$ cat src/rtl/aluPkg.sv
// ALU shared types and constants
`default_nettype none

package aluPkg;

  // Default operand width, overridden only through the top level parameter.
  localparam int defaultDataWidth = 32;

  // Full-width data word as seen from outside the subsystem.
  typedef logic [31:0] aluWordT;

  // Command encoding. All eight codes are in use.
  typedef enum logic [2:0] {
    cmdAdd  = 3'd0,
    cmdSub  = 3'd1,
    cmdXor  = 3'd2,
    cmdSlt  = 3'd3,
    cmdAnd  = 3'd4,
    cmdNand = 3'd5,
    cmdNor  = 3'd6,
    cmdOr   = 3'd7
  } aluCmdT;

  // Unit that drives the core result.
  typedef enum logic [1:0] {
    selArith = 2'd0,
    selLogic = 2'd1,
    selSlt   = 2'd2
  } aluUnitSelT;

  // Base bitwise function before the optional inversion.
  typedef enum logic [1:0] {
    logicAnd = 2'd0,
    logicOr  = 2'd1,
    logicXor = 2'd2
  } logicOpT;

endpackage

`default_nettype wire

$ cat src/rtl/aluAddSub.sv
// Ripple-carry adder and subtractor
`timescale 1ns/100ps
`default_nettype none

module aluAddSub
#(
  parameter int dataWidth = 32
)
(
  input  wire logic [dataWidth-1:0] a,
  input  wire logic [dataWidth-1:0] b,
  input  wire logic                 subtract,
  output logic      [dataWidth-1:0] sum,
  output logic                      carryOut,
  output logic                      overflow
);

  typedef logic [dataWidth-1:0] wordT;

  wordT               bInv;
  logic [dataWidth:0] carry;

  // Subtraction is A plus the ones complement of B plus one.
  assign bInv     = b ^ {dataWidth{subtract}};
  assign carry[0] = subtract;

  genvar i;
  generate
    for (i = 0; i < dataWidth; i++)
    begin : gBit
      logic halfSum;

      // One full-adder cell per bit.
      assign halfSum      = a[i] ^ bInv[i];
      assign sum[i]       = halfSum ^ carry[i];
      assign carry[i + 1] = (a[i] & bInv[i]) | (halfSum & carry[i]);
    end
  endgenerate

  assign carryOut = carry[dataWidth];

  // Signed overflow shows as a mismatch between the carries into and out of the sign bit.
  assign overflow = carry[dataWidth] ^ carry[dataWidth - 1];

endmodule

`default_nettype wire

$ cat src/rtl/aluLogicUnit.sv
// ALU bitwise logic unit
`timescale 1ns/100ps
`default_nettype none

module aluLogicUnit import aluPkg::*;
#(
  parameter int dataWidth = defaultDataWidth
)
(
  input  wire logic [dataWidth-1:0] a,
  input  wire logic [dataWidth-1:0] b,
  input  wire logicOpT              logicOp,
  input  wire logic                 invert,
  output logic      [dataWidth-1:0] y
);

  typedef logic [dataWidth-1:0] wordT;

  wordT raw;

  always_comb
  begin
    case (logicOp)
      logicAnd: raw = a & b;
      logicOr:  raw = a | b;
      logicXor: raw = a ^ b;
      default:  raw = '0;
    endcase
  end

  // Inverting the AND and OR outputs gives NAND and NOR.
  assign y = raw ^ {dataWidth{invert}};

endmodule

`default_nettype wire

$ cat src/rtl/aluCore.sv
// ALU combinational core
`timescale 1ns/100ps
`default_nettype none

module aluCore import aluPkg::*;
#(
  parameter int dataWidth = defaultDataWidth
)
(
  input  wire logic [dataWidth-1:0] regA,
  input  wire logic [dataWidth-1:0] regB,
  input  wire logic                 subtract,
  input  wire logic                 invert,
  input  wire logicOpT              logicOp,
  input  wire aluUnitSelT           unitSel,
  output logic      [dataWidth-1:0] coreResult,
  output logic                      coreCarry,
  output logic                      coreOverflow
);

  typedef logic [dataWidth-1:0] wordT;

  wordT sum;
  wordT logicY;
  wordT sltWord;

  aluAddSub #(
    .dataWidth (dataWidth)
  ) uAddSub (
    .a        (regA),
    .b        (regB),
    .subtract (subtract),
    .sum      (sum),
    .carryOut (coreCarry),
    .overflow (coreOverflow)
  );

  aluLogicUnit #(
    .dataWidth (dataWidth)
  ) uLogic (
    .a       (regA),
    .b       (regB),
    .logicOp (logicOp),
    .invert  (invert),
    .y       (logicY)
  );

  // A is less than B when the sign of A minus B disagrees with the overflow.
  assign sltWord = {{(dataWidth - 1){1'b0}}, sum[dataWidth - 1] ^ coreOverflow};

  always_comb
  begin
    case (unitSel)
      selArith: coreResult = sum;
      selLogic: coreResult = logicY;
      selSlt:   coreResult = sltWord;
      default:  coreResult = '0;
    endcase
  end

  // The operand stage decode only ever produces the three defined unit codes.
  always_comb
  begin
    unitSelLegal: assert final (unitSel !== 2'b11)
      else $error("aluCore: unitSel holds the unused encoding");
  end

endmodule

`default_nettype wire

$ cat src/rtl/aluOperandStage.sv
// ALU operand capture and command decode
`timescale 1ns/100ps
`default_nettype none

module aluOperandStage import aluPkg::*;
#(
  parameter int dataWidth = defaultDataWidth
)
(
  input  wire logic                 clk,
  input  wire logic                 arstN,
  input  wire logic                 inStrobe,
  input  wire logic [dataWidth-1:0] operandA,
  input  wire logic [dataWidth-1:0] operandB,
  input  wire aluCmdT               cmd,
  output logic      [dataWidth-1:0] regA,
  output logic      [dataWidth-1:0] regB,
  output logic                      subtract,
  output logic                      invert,
  output logicOpT                   logicOp,
  output aluUnitSelT                unitSel,
  output logic                      flagEnable,
  output logic                      stageValid
);

  logic       subtractNext;
  logic       invertNext;
  logic       flagEnableNext;
  logicOpT    logicOpNext;
  aluUnitSelT unitSelNext;

  // Map each command onto the control levels used by the core.
  always_comb
  begin
    subtractNext   = 1'b0;
    invertNext     = 1'b0;
    flagEnableNext = 1'b0;
    logicOpNext    = logicAnd;
    unitSelNext    = selLogic;
    case (cmd)
      cmdAdd:
      begin
        unitSelNext    = selArith;
        flagEnableNext = 1'b1;
      end
      cmdSub:
      begin
        unitSelNext    = selArith;
        subtractNext   = 1'b1;
        flagEnableNext = 1'b1;
      end
      cmdSlt:
      begin
        // SLT reuses the subtractor and never reports flags.
        unitSelNext  = selSlt;
        subtractNext = 1'b1;
      end
      cmdXor:  logicOpNext = logicXor;
      cmdAnd:  logicOpNext = logicAnd;
      cmdNand:
      begin
        logicOpNext = logicAnd;
        invertNext  = 1'b1;
      end
      cmdNor:
      begin
        logicOpNext = logicOr;
        invertNext  = 1'b1;
      end
      cmdOr:   logicOpNext = logicOr;
      default: logicOpNext = logicAnd;
    endcase
  end

  always_ff @(posedge clk or negedge arstN)
  begin
    if (!arstN)
    begin
      stageValid <= 1'b0;
      subtract   <= 1'b0;
      invert     <= 1'b0;
      flagEnable <= 1'b0;
      logicOp    <= logicAnd;
      unitSel    <= selArith;
    end
    else
    begin
      stageValid <= inStrobe;
      if (inStrobe)
      begin
        subtract   <= subtractNext;
        invert     <= invertNext;
        flagEnable <= flagEnableNext;
        logicOp    <= logicOpNext;
        unitSel    <= unitSelNext;
      end
    end
  end

  always_ff @(posedge clk)
  begin
    if (inStrobe)
    begin
      regA <= operandA;
      regB <= operandB;
    end
  end

  // A strobed command must be fully defined.
  cmdKnownOnStrobe: assert property (@(posedge clk) disable iff (!arstN)
    inStrobe |-> !$isunknown(cmd))
    else $error("aluOperandStage: command has unknown bits on a strobe");

endmodule

`default_nettype wire

$ cat src/rtl/aluResultStage.sv
// ALU result and flag registers
`timescale 1ns/100ps
`default_nettype none

module aluResultStage
#(
  parameter int dataWidth = 32
)
(
  input  wire logic                 clk,
  input  wire logic                 arstN,
  input  wire logic                 stageValid,
  input  wire logic                 flagEnable,
  input  wire logic [dataWidth-1:0] coreResult,
  input  wire logic                 coreCarry,
  input  wire logic                 coreOverflow,
  output logic                      outValid,
  output logic      [dataWidth-1:0] result,
  output logic                      carryOut,
  output logic                      overflow,
  output logic                      zero
);

  logic zeroRaw;

  assign zeroRaw = ~|coreResult;

  // Flags only carry meaning for ADD and SUB, so they are cleared otherwise.
  always_ff @(posedge clk or negedge arstN)
  begin
    if (!arstN)
    begin
      outValid <= 1'b0;
      result   <= '0;
      carryOut <= 1'b0;
      overflow <= 1'b0;
      zero     <= 1'b0;
    end
    else
    begin
      outValid <= stageValid;
      if (stageValid)
      begin
        result   <= coreResult;
        carryOut <= coreCarry & flagEnable;
        overflow <= coreOverflow & flagEnable;
        zero     <= zeroRaw & flagEnable;
      end
    end
  end

  // Every item taken into the output registers must be fully defined.
  itemKnown: assert property (@(posedge clk) disable iff (!arstN)
    stageValid |-> !$isunknown({flagEnable, coreCarry, coreOverflow, coreResult}))
    else $error("aluResultStage: item with unknown bits reached the output registers");

endmodule

`default_nettype wire

$ cat src/rtl/aluTop.sv
// Registered ALU subsystem top
`timescale 1ns/100ps
`default_nettype none

module aluTop import aluPkg::*;
#(
  parameter int dataWidth = defaultDataWidth
)
(
  input  wire logic                 clk,
  input  wire logic                 arstN,
  input  wire logic                 inStrobe,
  input  wire logic [dataWidth-1:0] operandA,
  input  wire logic [dataWidth-1:0] operandB,
  input  wire aluCmdT               cmd,
  output logic                      outValid,
  output logic      [dataWidth-1:0] result,
  output logic                      carryOut,
  output logic                      overflow,
  output logic                      zero
);

  typedef logic [dataWidth-1:0] wordT;

  wordT       regA;
  wordT       regB;
  wordT       coreResult;
  logic       subtract;
  logic       invert;
  logicOpT    logicOp;
  aluUnitSelT unitSel;
  logic       flagEnable;
  logic       stageValid;
  logic       coreCarry;
  logic       coreOverflow;

  aluOperandStage #(
    .dataWidth (dataWidth)
  ) uOperand (
    .clk        (clk),
    .arstN      (arstN),
    .inStrobe   (inStrobe),
    .operandA   (operandA),
    .operandB   (operandB),
    .cmd        (cmd),
    .regA       (regA),
    .regB       (regB),
    .subtract   (subtract),
    .invert     (invert),
    .logicOp    (logicOp),
    .unitSel    (unitSel),
    .flagEnable (flagEnable),
    .stageValid (stageValid)
  );

  aluCore #(
    .dataWidth (dataWidth)
  ) uCore (
    .regA         (regA),
    .regB         (regB),
    .subtract     (subtract),
    .invert       (invert),
    .logicOp      (logicOp),
    .unitSel      (unitSel),
    .coreResult   (coreResult),
    .coreCarry    (coreCarry),
    .coreOverflow (coreOverflow)
  );

  // The core is combinational, so valid and flag enable go straight to the output stage.
  aluResultStage #(
    .dataWidth (dataWidth)
  ) uResult (
    .clk          (clk),
    .arstN        (arstN),
    .stageValid   (stageValid),
    .flagEnable   (flagEnable),
    .coreResult   (coreResult),
    .coreCarry    (coreCarry),
    .coreOverflow (coreOverflow),
    .outValid     (outValid),
    .result       (result),
    .carryOut     (carryOut),
    .overflow     (overflow),
    .zero         (zero)
  );

endmodule

`default_nettype wire

$ cat config.mk
export PLATFORM = sky130hd
export DESIGN_NAME = aluTop
export DESIGN_NICKNAME = d
export VERILOG_FILES = /design/src/rtl/aluPkg.sv /design/src/rtl/aluAddSub.sv /design/src/rtl/aluLogicUnit.sv /design/src/rtl/aluCore.sv /design/src/rtl/aluOperandStage.sv /design/src/rtl/aluResultStage.sv /design/src/rtl/aluTop.sv
export SDC_FILE = /design/constraint.sdc
export NUM_CORES = 1
export LEC_CHECK = 0
export ABC_CLOCK_PERIOD_IN_PS = 38700
export BUFFER_PORTS_ARGS = -buffer_cell sky130_fd_sc_hd__buf_2
export CELL_PAD_IN_SITES_DETAIL_PLACEMENT = 1
export CELL_PAD_IN_SITES_GLOBAL_PLACEMENT = 2
export CORE_MARGIN = 2
export CORE_UTILIZATION = 25
export DETAILED_ROUTE_END_ITERATION = 7
export PLACE_DENSITY = 0.53
export SYNTH_ARGS = -nofsm -noshare
export SYNTH_HDL_FRONTEND = slang
export SYNTH_HIERARCHICAL = 1
export SYNTH_SLANG_ARGS = --single-unit
$ cat constraint.sdc
create_clock -name clk -period 38.7 [get_ports clk]
set_clock_uncertainty 0.2 [all_clocks]
set_input_delay 1.935 -clock clk [delete_from_list [all_inputs] [get_ports clk]]
set_output_delay 1.935 -clock clk [all_outputs]
set_load 0.03 [all_outputs]
# ---- After elaboration in Yosys (flattened, before gate mapping)
# Index checks and enable logic that the tools add are counted.
dict set report op_classes {
  eq_ne 10
  muxes 7
  bitwise_logic 170
  reduce_logical 9
}
# cell n
set ops {}
lappend ops {{32-bit case mux with 3 select lines} 2}
lappend ops {{32-bit XOR} 3}
lappend ops {{1-bit AND} 67}
lappend ops {{1-bit XOR} 66}
lappend ops {{32-bit AND} 1}
lappend ops {{1-bit bitwise OR} 32}
lappend ops {{32-bit bitwise OR} 1}
lappend ops {{32-bit OR reduction} 1}
lappend ops {{3-bit equality test, second input constant} 3}
lappend ops {{2-bit case mux with 2 select lines} 2}
lappend ops {{2-bit OR reduction} 4}
lappend ops {{3-bit by 2-bit equality test with 1-bit output, second input constant} 2}
lappend ops {{2-bit by 1-bit equality test with 1-bit output, second input constant} 2}
lappend ops {{2-bit equality test, second input constant} 2}
lappend ops {{2-bit zero test} 2}
lappend ops {{3-bit by 1-bit equality test with 1-bit output, second input constant} 1}
lappend ops {{3-bit zero test} 1}
lappend ops {{1-bit two-way mux} 3}
lappend ops {{1-bit zero test} 1}
dict set report word_totals {
  reg_bits 108
  inputBits 70
  output_inout_bits 36
  word_cells 209
}

# ---- Depth between registers and ports, before layout
# Gate-level depths: netlist of run 1.
dict set report depth {
  word_depth 72
  mapped_depth 41
  depth_no_buf 39
}

# ---- Cells and area by module
# The synthesis of run 1 kept the hierarchy.
# module instances cells_per_inst area_per_inst_um2 seq_area_each_um2
set by_module_without_submodules {}
lappend by_module_without_submodules {aluLogicUnit 1 274 2314.7 0.0}
lappend by_module_without_submodules {aluOperandStage 1 93 2255.9 2122.0}
lappend by_module_without_submodules {aluResultStage 1 92 1458.9 900.9}
lappend by_module_without_submodules {aluAddSub 1 130 1224.9 0.0}
lappend by_module_without_submodules {aluCore 1 74 545.5 0.0}

# ---- Least setup slack after synthesis of run 1
# No wires, ideal clock.
dict set report synth_path {
  path_kind {register -> register}
  startpoint {register uOperand.subtract}
  endpoint {register uResult.zero}
  setup_time_ps 95
  t_arrival_ps 13581
  required_time_ps 38405
  setup_slack_ps 24823
  path_stages_with_launch 41
  path_buffers 2
  period_less_slack_ps 13877
  path_cell_list {dfrtp_1 -> buf_6 -> buf_8 -> xnor2_1 -> fa_1 -> fa_1 -> fa_1 -> fa_1 -> fa_1 -> fa_1 -> fa_1 -> fa_1 -> fa_1 -> fa_1 -> fa_1 -> fa_1 -> fa_1 -> fa_1 -> [... 5 more ...] -> fa_1 -> fa_1 -> fa_1 -> fa_1 -> fa_1 -> fa_1 -> fa_1 -> fa_1 -> fa_1 -> fa_1 -> fa_1 -> inv_1 -> fa_1 -> xnor2_1 -> o22ai_1 -> nor4_2 -> nand4_1 -> o32ai_2}
}
dict set report synth_between {
  word_cells_on_any_way 167
  cone_classes {1 x mux; 164 x bitwise; 2 x reduce/logical}
}
# item line
set synth_rtl {}
lappend synth_rtl {{from (decl)} aluOperandStage.sv:18} ;# output logic subtract,
lappend synth_rtl {{from (signal assigned)} aluOperandStage.sv:91} ;# subtract <= subtractNext;
lappend synth_rtl {{32-bit XOR} aluAddSub.sv:24} ;# assign bInv = b ^ {dataWidth{subtract}};
lappend synth_rtl {{1-bit XOR} aluAddSub.sv:34} ;# assign halfSum = a[i] ^ bInv[i];
lappend synth_rtl {{1-bit AND} aluAddSub.sv:36} ;# assign carry[i + 1] = (a[i] & bInv[i]) | (halfSum & carry[i]);
lappend synth_rtl {{1-bit bitwise OR} aluAddSub.sv:36}
lappend synth_rtl {{1-bit AND} aluAddSub.sv:36}
lappend synth_rtl {{1-bit bitwise OR} aluAddSub.sv:36}
lappend synth_rtl {{1-bit AND} aluAddSub.sv:36}
lappend synth_rtl {{1-bit bitwise OR} aluAddSub.sv:36}
lappend synth_rtl {{[... 56 more ...]} n/a}
lappend synth_rtl {{1-bit XOR (*)} aluAddSub.sv:35} ;# assign sum[i] = halfSum ^ carry[i];
lappend synth_rtl {{named net uCore.sum[31]} aluCore.sv:23} ;# wordT sum;
lappend synth_rtl {{1-bit XOR (*)} aluCore.sv:49} ;# assign sltWord = {{(dataWidth - 1){1'b0}}, sum[dataWidth - 1] ^ coreOverflow};
lappend synth_rtl {{32-bit case mux with 3 select lines (*)} aluCore.sv:53} ;# case (unitSel)
lappend synth_rtl {{named net coreResult[0]} aluTop.sv:27} ;# wordT coreResult;
lappend synth_rtl {{32-bit OR reduction (*)} aluResultStage.sv:26} ;# assign zeroRaw = ~|coreResult;
lappend synth_rtl {{1-bit zero test (*)} aluResultStage.sv:26}
lappend synth_rtl {{1-bit AND (*)} aluResultStage.sv:47} ;# zero <= zeroRaw & flagEnable;
lappend synth_rtl {{to (signal assigned)} aluResultStage.sv:47}
lappend synth_rtl {{to (decl)} aluResultStage.sv:21} ;# output logic zero
# The timed path passes the listed nets; every way through them passes the cells marked *.
# A chain may end at the register's enable or synchronous reset.

# ---- Worst setup path in the final report of run 1
# Ends and elaborated chain as after synthesis.

==> results of run 1 <==
==> layer usage <==
metal	global-route usage	part of all wire
met5	0	0
met4	0.0358	0.013
met3	0.0216	0.026
met2	0.209	0.50
met1	0.152	0.46
==> final cells by class <==
| cell class | instances | area share |
|---|---|---|
| multi-input combinational | 388 | 0.447 |
| tap | 396 | 0.0560 |
| clock buffer | 11 | 0.0275 |
| sequential | 108 | 0.343 |
| timing repair buffer | 112 | 0.0657 |
| clock inverter | 5 | 0.00495 |
| inverter | 132 | 0.0560 |
==> report_power, final <==
group	switching, mW	internal (mW)
sequential	0.0200	0.143
combinational	0.0902	0.0622
clock	0.0466	0.0465
total	0.157	0.252
==> how the worst max path moves through the flow <==
stage / start / end / cells after the start / slack, ns
after floorplan: uOperand/subtract / uResult/zero / 40 / 24.82
after global placement: uOperand/subtract / uResult/zero / 39 / 23.94
after detailed placement: uOperand/subtract / uResult/zero / 39 / 23.74
after CTS: uOperand/subtract / uResult/zero / 39 / 23.72
after global routing: uOperand/subtract / uResult/zero / 39 / 23.38
final: uOperand/subtract / uResult/zero / 39 / 23.87
==> logic make-up after synthesis <==
logic type | after synthesis | share of synthesized area
compound gates | 74 | 0.0627
xor+xnor | 67 | 0.0772
fa+ha+maj | 95 | 0.182
buf+inv | 167 | 0.106
flops | 108 | 0.388
mux | 98 | 0.149
simple gates | 54 | 0.0361
==> placed cells by master (no fill, tap or decap), types with 2 or more instances in the layout <==
| cell type | Yosys | final |
|---|---|---|
| sky130_fd_sc_hd__nand3_1 | 4 | 4 |
| sky130_fd_sc_hd__fa_1 | 31 | 31 |
| sky130_fd_sc_hd__buf_2 | 8 | 104 |
| sky130_fd_sc_hd__nor2_1 | 34 | 34 |
| sky130_fd_sc_hd__nor2b_1 | 2 | 2 |
| sky130_fd_sc_hd__xnor2_1 | 63 | 63 |
| sky130_fd_sc_hd__buf_4 | 1 | 8 |
| sky130_fd_sc_hd__nor4_2 | 4 | 4 |
| sky130_fd_sc_hd__o21ai_0 | 3 | 3 |
| sky130_fd_sc_hd__o21ai_2 | 25 | 25 |
| sky130_fd_sc_hd__clkinv_4 | 0 | 2 |
| sky130_fd_sc_hd__nor4_1 | 2 | 2 |
| sky130_fd_sc_hd__inv_1 | 132 | 132 |
| sky130_fd_sc_hd__mux2_4 | 26 | 26 |
| sky130_fd_sc_hd__nand2b_1 | 3 | 3 |
| sky130_fd_sc_hd__mux2_2 | 11 | 11 |
| sky130_fd_sc_hd__o22ai_1 | 3 | 3 |
| sky130_fd_sc_hd__mux2i_1 | 33 | 33 |
| sky130_fd_sc_hd__edfxtp_1 | 64 | 64 |
| sky130_fd_sc_hd__xor2_1 | 2 | 2 |
| sky130_fd_sc_hd__xnor2_2 | 2 | 2 |
| sky130_fd_sc_hd__mux2_1 | 28 | 28 |
| sky130_fd_sc_hd__clkbuf_16 | 0 | 9 |
| sky130_fd_sc_hd__dfrtp_2 | 0 | 6 |
| sky130_fd_sc_hd__o21ai_1 | 39 | 39 |
| sky130_fd_sc_hd__dfrtp_1 | 44 | 38 |
| sky130_fd_sc_hd__ha_1 | 64 | 64 |
==> registers in the layout, summed over array words and instances (netlist names) <==
signal               flops
uOperand/invert          1
uOperand/stageValid      1
uOperand/logicOp         2
uOperand/flagEnable      1
uResult/overflow         1
uOperand/unitSel         2
uResult/carryOut         1
uResult/result          32
uOperand/regA           32
uOperand/subtract        1
uResult/zero             1
uOperand/regB           32
uResult/outValid         1
==> worst max-delay path: cells and delay by family, from the launching register on <==
kind,cells,cell delay [ns]
buffers and inverters,2,0.58
adder cells (fa/ha/maj),31,12.41
flip-flops,1,0.35
AND/OR/NAND/NOR,2,0.45
AO/OA/AOI/OAI,2,0.40
XOR/XNOR,2,0.36
==> stage by stage <==
step	hold slack (ns)	instance area, sq um	total power [mW]
6_report	0.285	8840	0.408
5_1_grt	0.306	8840	0.439
4_1_cts	0.288	8840	0.419
3_5_place_dp	0.271	8560	0.322
3_3_place_gp	0.272	8560	0.318
2_1_floorplan	0.190	7800	0.273
==> results.md, run 1 <==
| Metric | Reported | Unit |
|---|---|---|
| Via count of the first global-routing pass | 5351 | - |
| Via total after detailed routing | 4818 | - |
| Slew at the pin closest to its max-slew limit | 1.09 | ns |
| Crit path time final | 14.83 | ns |
| Worst-path fanout max | 33 | - |
| Initial DRC Count | 163 | - |
| Sequential-to-total area share from yosys stat | 0.388 | - |
| Total die area | 32600 | sq um |
| Number of rows created at floorplan | 64 | - |
| First-pass GRT wire length | 30.2 | mm |
| Half-perimeter wire length of the detailed placement result | 13.9 | mm |
| Routability Congestion | 0.728 | - |
| Slew margin rel. | 0.276 | - |
| Startpoint-to-endpoint class of the critical path | flop to flop | - |
| Portion of synthesized cell area occupied by the leading cell type | 0.246 | - |
| R2R Setup Slk | 23.87 | ns |
| Worst min-delay path category | flop to flop | - |
| Clock transition at path regs | 0.09 | ns |
| Hold worst-path end | uResult/result[10] | - |
| Endpoint of the worst-slack reg-to-reg timing path | uResult/zero | - |
| Power per cell area | 46.2 | nW/um^2 |
| Maximum level of the CTS H-tree | 3 | - |
| Number of buffers added by the clock tree synthesis step | 9 | - |
| # Max-Cap Violations | 0 | - |
| Skew-Pair Late Insertion Delay | 0.38 | ns |
| Mean routed wirelength per cell | 16.3 | um |
| Distinct cell type count after synthesis | 39 | - |
| Number of diodes | 0 | - |
| CP Data Arrival Time | 14.92 | ns |
| Share of synthesized flip-flops with an asynchronous set or reset | 0.407 | - |
| Cell with the most instances after synthesis | sky130_fd_sc_hd__inv_1 | - |
| Final WS setup | 23.87 | ns |
| Core Box Area | 30700 | sq um |
| Critical path required time | 38.79 | ns |
| Setup repair after global routing missed its margin | no | - |
| Residual DRC | 0 | - |
| DRT Pass-1 Iters | 4 | - |
| Worst Setup End Kind | flop | - |
| Top post-synthesis cells by area | sky130_fd_sc_hd__edfxtp_1 (25%), sky130_fd_sc_hd__dfrtp_1 (14%), sky130_fd_sc_hd__ha_1 (10%), sky130_fd_sc_hd__fa_1 (8.0%), sky130_fd_sc_hd__xnor2_1 (7.1%) | - |
| Result of the run | complete, no violations | - |
| Combined area of all synthesized cells | 7800 | sq um |
| Total track usage | 0.121 | - |
| R2R depth | 39 | - |
| Combined flip-flop and latch cell area | 3030 | sq um |
| Worst supply voltage drop on vdd | 23.0 | uV |
| Initial standard-cell utilization of the core | 0.254 | - |
| Layout area overhead | 13.4 | % |
| Slowest stage delay, CP | 0.49 | ns |
| Avg Inst Size Synth | 11.8 | sq um |
| Top cell types by occurrence after synthesis | sky130_fd_sc_hd__inv_1 (132), sky130_fd_sc_hd__edfxtp_1 (64), sky130_fd_sc_hd__ha_1 (64) | - |
| Port buffer count | 105 | - |
| Final setup TNS | 0 | ns |
| Vias per Instance | 4.18 | - |
| Yosys warns | 6 | - |
| Cell type with the highest aggregate area in the netlist | sky130_fd_sc_hd__edfxtp_1 | - |
| Count of instances resized after the clock tree is built | 0 | - |
| Number of synthesized flops with an enable pin | 64 | - |
| Post-route antenna net violation count | 0 | - |
| Worst slack, placed | 23.74 | ns |
| Main synth FF type | sky130_fd_sc_hd__edfxtp_1 | - |
| Synthesized instance count | 663 | - |
| Cell at the slowest stage of the critical path | sky130_fd_sc_hd__buf_4 | - |
| NumNets Final | 916 | - |
| TritonCTS clock tree | built | - |
| Number of primary I/O pins | 106 | - |
| Non-Filler Instances | 1152 | - |
| Number of nets in the synthesized netlist | 828 | - |
| Hold buffer count at cts | 0 | - |
| CTS sink count | 108 | - |
| FILL cells | 3442 | - |
| Kind of launch point of the worst setup path | flop | - |
| Period utilisation layout | 0.383 | - |
| Number of instances in the placed design | 1136 | - |
| Dominant cell type by count on the critical path | sky130_fd_sc_hd__fa_1 | - |
| Number of hold violations in the final report | 0 | - |
| Multi-input logic area | 3950 | sq um |
| Clock root cell | sky130_fd_sc_hd__clkbuf_16 | - |
| Number of instances on the worst hold path | 1 | - |
| Setup Fix Bufs, Post-CTS | 0 | - |
| Clock buffer depth | 2 | - |
| Final setup vio count | 0 | - |
| Leakage dissipation | 4.13 | nW |
| Gr ovfl total | 0 | - |
| Layout cells sized above 1 | 0.271 | - |
| Largest net degree at the start of global routing | 45 | - |
| Share of the core filled with cells in the final layout | 0.288 | - |
| Max frequency | 0.0674 | GHz |
| Number of flip-flops and latches in the synthesized netlist | 108 | - |
| DIE HEIGHT | 181 | um |
| Pins Over Slew Limit | 0 | - |
| Initial antenna violation count | 0 | - |
| Hold Startpoint | uResult/result[10] | - |
| Total length of routed wires | 18.8 | mm |
| Die Width | 181 | um |
| Worst r2r src | uOperand/subtract | - |
No activity file was read; power rests on OpenSTA's default activity.
==> run 2: changes to the inputs <==
Settings changed: ABC_CLOCK_PERIOD_IN_PS 38700 to 12800, PLACE_DENSITY 0.53 to 0.55.
Clock period 38.7 ns to 12.8 ns, I/O delays scaled along.
==> run 2 against run 1 <==
Highest routed layer unchanged. Wire length down 1.1%. Combinational power rose to 3.2 times the previous value. Critical endpoint unchanged. The flow now finishes with violations (setup timing). Sequential cell count unchanged. Final cell count up 0.78%. Via count down 0.12%. Clock power rose to 3.1 times the previous value. Largest power group unchanged. First-iteration DRC count down 26%. Sequential share of layout area down 0.59 points. Hold slack worse by 0.10 ns.
==> results.md, run 2 (synthesis gave the netlist of run 1 again) <==
| Metric | Reported | Unit | vs previous |
|---|---|---|---|
| Result of the run | finished, violations left | - |  |
| Failing checks | setup timing | - |  |
| Most frequent cells in the layout | sky130_fd_sc_hd__inv_1 (131), sky130_fd_sc_hd__buf_2 (104), sky130_fd_sc_hd__ha_1 (64), sky130_fd_sc_hd__edfxtp_1 (64), sky130_fd_sc_hd__xnor2_1 (63) | - |  |
| CP Data Arrival Time | 12.94 | ns | -1.98 ns |
| CTS sink count | 108 | - | unchanged |
| Core Box Area | 30700 | sq um | unchanged |
| TritonCTS clock tree | built | - |  |
| DRT Pass-1 Iters | 4 | - | unchanged |
| Summed area of non-filler cells in the final layout | 9000 | sq um | +1.8% |
| Number of diodes | 0 | - | unchanged |
| Switching portion of total power | 0.377 | - | -0.00753 |
| Initial DRC Count | 120 | - | -26% |
| Sw Pwr | 473 | uW | +200% |
| Initial standard-cell utilization of the core | 0.254 | - | unchanged |
| Clock root cell | sky130_fd_sc_hd__clkbuf_16 | - |  |
| Number of primary I/O pins | 106 | - | unchanged |
| Number of buffers added by the clock tree synthesis step | 9 | - | unchanged |
| Slowest stage delay, CP | 0.42 | ns | -0.07 ns |
| Total power draw | 1.26 | mW | +210% |
| Initial antenna violation count | 0 | - | unchanged |
| Layout cells sized above 1 | 0.322 | - | +0.0504 |
| Power per cell area | 140 | nW/um^2 | +200% |
| Worst slack, placed | -0.385 | ns | -24.13 ns |
| Number of hold violations in the final report | 0 | - | unchanged |
| Most frequent standard cell in the layout excluding fill and tap cells | sky130_fd_sc_hd__inv_1 | - |  |
| Crit path time final | 12.88 | ns | -1.95 ns |
| Total track usage | 0.119 | - | -0.00118 |
| Vias per Instance | 4.14 | - | -0.90% |
| NumNets Final | 925 | - | +0.98% |
| Setup repair after global routing missed its margin | yes | - |  |
| FILL cells | 3404 | - | -1.1% |
| Largest registers | uOperand/regA (32), uOperand/regB (32), uResult/result (32) | - |  |
| Skew-Pair Late Insertion Delay | 0.36 | ns | -0.02 ns |
| # Max-Cap Violations | 0 | - | unchanged |
| R2R depth | 38 | - | -2.6% |
| Routability Congestion | 0.713 | - | -2.0% |
| First-pass GRT wire length | 30.2 | mm | about the same |
| Period utilisation layout | 1.01 | - | +0.623 |
| Worst min-delay path category | input port to async pin | - |  |
| Slew at the pin closest to its max-slew limit | 0.975 | ns | -0.111 ns |
| Half-perimeter wire length of the detailed placement result | 13.8 | mm | -0.60% |
| Die Width | 181 | um | unchanged |
| Number of rows created at floorplan | 64 | - | unchanged |
| Kind of launch point of the worst setup path | flop | - |  |
| Share of total power in sequential cells | 0.387 | - | -0.012 |
| Worst r2r src | uOperand/regB[1] | - |  |
| Cell at the slowest stage of the critical path | sky130_fd_sc_hd__edfxtp_1 | - |  |
| DP Area | 8680 | sq um | +1.4% |
| Largest net degree at the start of global routing | 52 | - | +16% |
| Hold buffer count at cts | 0 | - | unchanged |
| DIE HEIGHT | 181 | um | unchanged |
| Via count of the first global-routing pass | 5436 | - | +1.6% |
| Post-route antenna net violation count | 0 | - | unchanged |
| Total length of routed wires | 18.6 | mm | -1.1% |
| Worst supply voltage drop on vdd | 69.6 | uV | +200% |
| Final WS setup | -0.0802 | ns | -23.95 ns |
| Pins Over Slew Limit | 0 | - | unchanged |
| Mean routed wirelength per cell | 16.0 | um | -1.8% |
| Leakage dissipation | 4.15 | nW | +0.40% |
| Clock transition at path regs | 0.07 | ns | -0.02 ns |
| Slew margin rel. | 0.350 | - | +0.0743 |
| Worst Setup End Kind | flop | - |  |
| R2R Setup Slk | -0.08 | ns | -23.95 ns |
| Critical path required time | 12.86 | ns | -25.93 ns |
| Clock buffer depth | 2 | - | unchanged |
| Cell-internal power | 783 | uW | +210% |
| Gr ovfl total | 0 | - | unchanged |
| Layout area overhead | 15.4 | % |  |
| Dominant cell type by count on the critical path | sky130_fd_sc_hd__fa_2 | - |  |
| Via total after detailed routing | 4812 | - | -0.12% |
| Endpoint of the worst-slack reg-to-reg timing path | uResult/zero | - |  |
| Startpoint-to-endpoint class of the critical path | flop to flop | - |  |
| Proportion of power drawn by combinational gates | 0.386 | - | +0.013 |
| Total die area | 32600 | sq um | unchanged |
| Max frequency | 0.0776 | GHz | +15% |
| Portion of total power attributed to the clock network | 0.227 | - | about the same |
| Port buffer count | 105 | - | unchanged |
| Final setup vio count | 1 | - | +1 |
| Maximum level of the CTS H-tree | 3 | - | unchanged |
| Residual DRC | 0 | - | unchanged |
| Worst-path fanout max | 2 | - | -94% |
-- run 2: changes by cell type in the layout (fill, tap and decap cells not counted), sizes merged --
| cell | previous run | this run |
|---|---|---|
| inv | 135 | 132 |
| clkinvlp | 0 | 2 |
| clkbuf | 11 | 9 |
| bufinv | 0 | 1 |
| buf | 112 | 121 |
| clkinv | 2 | 4 |
-- run 2: worst max path at each step --
stage                            startpoint           end  slack (ns)  cells after the start
after CTS                  uOperand/regB[1]  uResult/zero       -0.14                     38
after global placement     uOperand/regB[1]  uResult/zero       -0.21                     38
final                      uOperand/regB[1]  uResult/zero       -0.08                     38
after floorplan           uOperand/subtract  uResult/zero        0.02                     40
after global routing       uOperand/regB[1]  uResult/zero       -0.42                     38
after detailed placement   uOperand/regB[1]  uResult/zero       -0.39                     38
-- run 2: critical path, delay by kind of cell, from the launching register on --
kind / cells / cell delay [ns]
buf+inv: 1 / 0.07
simple gates: 2 / 0.37
compound gates: 2 / 0.34
xor+xnor: 2 / 0.38
fa+ha+maj: 31 / 10.97
flops: 1 / 0.42
-- run 2: power groups by stage --
stage / combinational (mW) / clock, mW / sequential (mW)
global placement: 0.481 / 0 / 0.494
detailed placement: 0.491 / 0 / 0.498
finish: 0.486 / 0.285 / 0.486
global route: 0.545 / 0.312 / 0.496
CTS: 0.494 / 0.299 / 0.490
floorplan: 0.280 / 0 / 0.552
-- run 2: area by class of cell --
| type | count | area (sq um) | area share |
|---|---|---|---|
| well taps | 396 | 495 | 0.0551 |
| inverters | 132 | 495 | 0.0551 |
| clock inverters | 7 | 67.6 | 0.00751 |
| flip-flops and latches | 108 | 3030 | 0.337 |
| multi-input cells | 388 | 4040 | 0.448 |
| clock buffers | 9 | 225 | 0.0250 |
| repair buffers | 121 | 648 | 0.0720 |
-- run 2: per-stage QoR --
step                      hold WS, ns  cells  TNS (ns)   util
after global placement          0.271   1143    -0.209  0.283
after detailed placement        0.273   1143    -0.385  0.283
after floorplan                 0.144    663         0      -
after CTS                       0.222   1159    -0.138  0.293
after global routing            0.227   1161    -0.619  0.293
final                           0.185   1161   -0.0802  0.293
-- run 2: timing repair --
item | in CTS | in global routing
setup endpoints to repair | 2 | 3
gates resized for setup | 3 | 2
pin swaps | 1 | 5
cloned | 0 | 0
setup buffers | 0 | 2
endpoints found under the hold margin | 0 | 0
-- run 2: per-layer routing --
| metal | vias up | track usage | routed length, um |
|---|---|---|---|
| met5 | - | 0 | 0 |
| met4 | 0 | 0.0310 | 237 |
| met3 | 13 | 0.0200 | 395 |
| met2 | 68 | 0.216 | 9580 |
| met1 | 2395 | 0.147 | 8370 |
| li1 | 2336 | - | - |
==> run 3: changes to the inputs <==
Settings changed: MAX_ROUTING_LAYER from default to met4.
==> run 3 against run 2 <==
The run still ends with setup timing left. Via count up 0.21%. Combinational power hardly changed. Sequential share of layout area is the same. Utilization stayed put. First-iteration DRC count grew 2.5%. Critical path type unchanged. Highest routed layer unchanged. Global-route usage rose by 0.36 points. Cell area is the same. Total power about the same. Final cell count did not move.
==> results.md, run 3 (synthesis gave the netlist of run 1 again) <==
| Metric | Reported | Unit | vs previous |
|---|---|---|---|
| Worst-path fanout max | 2 | - | unchanged |
| Number of buffers added by the clock tree synthesis step | 9 | - | unchanged |
| Clock transition at path regs | 0.07 | ns | about the same |
| Maximum level of the CTS H-tree | 3 | - | unchanged |
| Most frequent cells in the layout | sky130_fd_sc_hd__inv_1 (131), sky130_fd_sc_hd__buf_2 (104), sky130_fd_sc_hd__ha_1 (64), sky130_fd_sc_hd__edfxtp_1 (64), sky130_fd_sc_hd__xnor2_1 (63) | - |  |
| Half-perimeter wire length of the detailed placement result | 13.8 | mm | unchanged |
| Via count of the first global-routing pass | 5417 | - | -0.35% |
| Slew margin rel. | 0.350 | - | about the same |
| Most frequent standard cell in the layout excluding fill and tap cells | sky130_fd_sc_hd__inv_1 | - |  |
| Final WS setup | -0.0928 | ns | -0.0126 ns |
| Cell at the slowest stage of the critical path | sky130_fd_sc_hd__edfxtp_1 | - |  |
| Sw Pwr | 472 | uW | -0.17% |
| Initial standard-cell utilization of the core | 0.254 | - | unchanged |
| Total length of routed wires | 18.6 | mm | +0.15% |
| Gr ovfl total | 0 | - | unchanged |
| Number of instances in the placed design | 1143 | - | unchanged |
| TritonCTS clock tree | built | - |  |
| Skew-Pair Late Insertion Delay | 0.36 | ns | about the same |
| Slowest stage delay, CP | 0.42 | ns | about the same |
| Switching portion of total power | 0.376 | - | -0.000442 |
| Critical path required time | 12.86 | ns | about the same |
| Origin of the worst setup path | uOperand/regB[1] | - |  |
| Failing checks | setup timing | - |  |
| Initial DRC Count | 123 | - | +2.5% |
| Layout area overhead | 15.4 | % | unchanged |
| Worst min-delay path category | input port to async pin | - |  |
| Residual DRC | 0 | - | unchanged |
| DRT Pass-1 Iters | 4 | - | unchanged |
| CTS sink count | 108 | - | unchanged |
| Endpoint of the worst setup timing path | uResult/zero | - |  |
| Cell-internal power | 783 | uW | about the same |
| R2R Setup Slk | -0.09 | ns | about the same |
| Number of rows created at floorplan | 64 | - | unchanged |
| Worst r2r src | uOperand/regB[1] | - |  |
| Non-Filler Instances | 1161 | - | unchanged |
| Total die area | 32600 | sq um | unchanged |
| Multi-input logic area | 4040 | sq um | unchanged |
| Final setup vio count | 1 | - | unchanged |
| # Max-Cap Violations | 0 | - | unchanged |
| Clock buffer depth | 2 | - | unchanged |
| Kind of launch point of the worst setup path | flop | - |  |
| Endpoint of the worst-slack reg-to-reg timing path | uResult/zero | - |  |
| Worst Setup End Kind | flop | - |  |
| Die Width | 181 | um | unchanged |
| Port buffer count | 105 | - | unchanged |
| DIE HEIGHT | 181 | um | unchanged |
| Mean routed wirelength per cell | 16.0 | um | +0.15% |
| Clock root cell | sky130_fd_sc_hd__clkbuf_16 | - |  |
| FILL cells | 3404 | - | unchanged |
| Number of diodes | 0 | - | unchanged |
| Number of hold violations in the final report | 0 | - | unchanged |
| Hold buffer count at cts | 0 | - | unchanged |
| Slew at the pin closest to its max-slew limit | 0.975 | ns | +0.000455 ns |
| Result of the run | finished, violations left | - |  |
| Largest net degree at the start of global routing | 52 | - | unchanged |
| Startpoint-to-endpoint class of the critical path | flop to flop | - |  |
| Portion of total power attributed to the clock network | 0.226 | - | about the same |
| Largest registers | uOperand/regA (32), uOperand/regB (32), uResult/result (32) | - |  |
| First-pass GRT wire length | 30.2 | mm | about the same |
| Final setup TNS | -0.0928 | ns | -0.0126 ns |
| Via total after detailed routing | 4822 | - | +0.21% |
| R2R depth | 38 | - | unchanged |
| Core Box Area | 30700 | sq um | unchanged |
| Pins Over Slew Limit | 0 | - | unchanged |
| Crit path time final | 12.89 | ns | +0.0126 ns |
| Initial antenna violation count | 0 | - | unchanged |
| Layout cells sized above 1 | 0.322 | - | unchanged |
| Combined flip-flop and latch cell area | 3030 | sq um | unchanged |
| Vias per Instance | 4.15 | - | +0.21% |
| Setup repair after global routing missed its margin | yes | - |  |
| Proportion of power drawn by combinational gates | 0.387 | - | about the same |
| Leakage dissipation | 4.15 | nW | unchanged |
| Dominant cell type by count on the critical path | sky130_fd_sc_hd__fa_2 | - |  |
| Share of total power in sequential cells | 0.387 | - | about the same |
| Period utilisation layout | 1.01 | - | about the same |
| Routability Congestion | 0.721 | - | +1.1% |
| Total track usage | 0.123 | - | +0.00363 |
| Worst supply voltage drop on vdd | 69.6 | uV | about the same |
| Power per cell area | 140 | nW/um^2 | about the same |
| NumNets Final | 925 | - | unchanged |
| Number of primary I/O pins | 106 | - | unchanged |
| CP Data Arrival Time | 12.95 | ns | about the same |
| Total power draw | 1.26 | mW | about the same |
| Post-route antenna net violation count | 0 | - | unchanged |
| Max frequency | 0.0776 | GHz | about the same |
[run 3: cell counts in the layout (fill, tap and decap cells not counted)]
No cell type changed its count.
[run 3: per-layer routing]
metal	global-route usage	part of all wire
met1	0.147	0.45
met2	0.216	0.51
met3	0.0196	0.024
met4	0.0310	0.013
met5	-	0
[run 3: power by group through the flow]
stage	Clock, mW	Combinational (mW)	Sequential (mW)
after detailed placement	0	0.491	0.498
final	0.284	0.486	0.486
after global routing	0.311	0.545	0.496
after global placement	0	0.481	0.494
after floorplan	0	0.280	0.552
after CTS	0.299	0.494	0.490
[run 3: layout make-up]
type | instances | share of cell area
flip-flops and latches | 108 | 0.337
multi-input cells | 388 | 0.448
clock buffers | 9 | 0.0250
inverters | 132 | 0.0551
clock inverters | 7 | 0.00751
well taps | 396 | 0.0551
repair buffers | 121 | 0.0720
[run 3: worst min-delay path by stage]
stage	startpoint	to	slack, ns	cells after the start
after global placement	uResult/result[1]	uResult/result[1]	0.27	1
after detailed placement	uResult/result[20]	uResult/result[20]	0.27	1
after CTS	arstN	uResult/outValid	0.22	2
after floorplan	arstN	uOperand/flagEnable	0.14	0
after global routing	operandB[19]	uOperand/regB[19]	0.23	1
final	arstN	uResult/outValid	0.19	2
[run 3: repair_timing]
| item | in CTS | in global routing |
|---|---|---|
| setup endpoints to repair | 2 | 3 |
| resized for setup | 3 | 2 |
| pin swaps | 1 | 5 |
| setup buffers | 0 | 2 |
[run 3: worst max-delay path: cells and delay by family, from the launching register on]
family | cells | cell delay [ns]
adder cells (fa/ha/maj) | 31 | 10.98
flip-flops | 1 | 0.42
XOR/XNOR | 2 | 0.38
AND/OR/NAND/NOR | 2 | 0.36
AO/OA/AOI/OAI | 2 | 0.34
buffers and inverters | 1 | 0.07
[run 3: metrics by stage]
stage	util	area (sq um)	worst slack [ns]	hold slack, ns
4_1_cts	0.293	8980	-0.138	0.222
5_1_grt	0.293	9000	-0.424	0.227
2_1_floorplan	-	7870	0.0195	0.144
6_report	0.293	9000	-0.0928	0.192
3_3_place_gp	0.283	8680	-0.209	0.271
3_5_place_dp	0.283	8680	-0.385	0.273
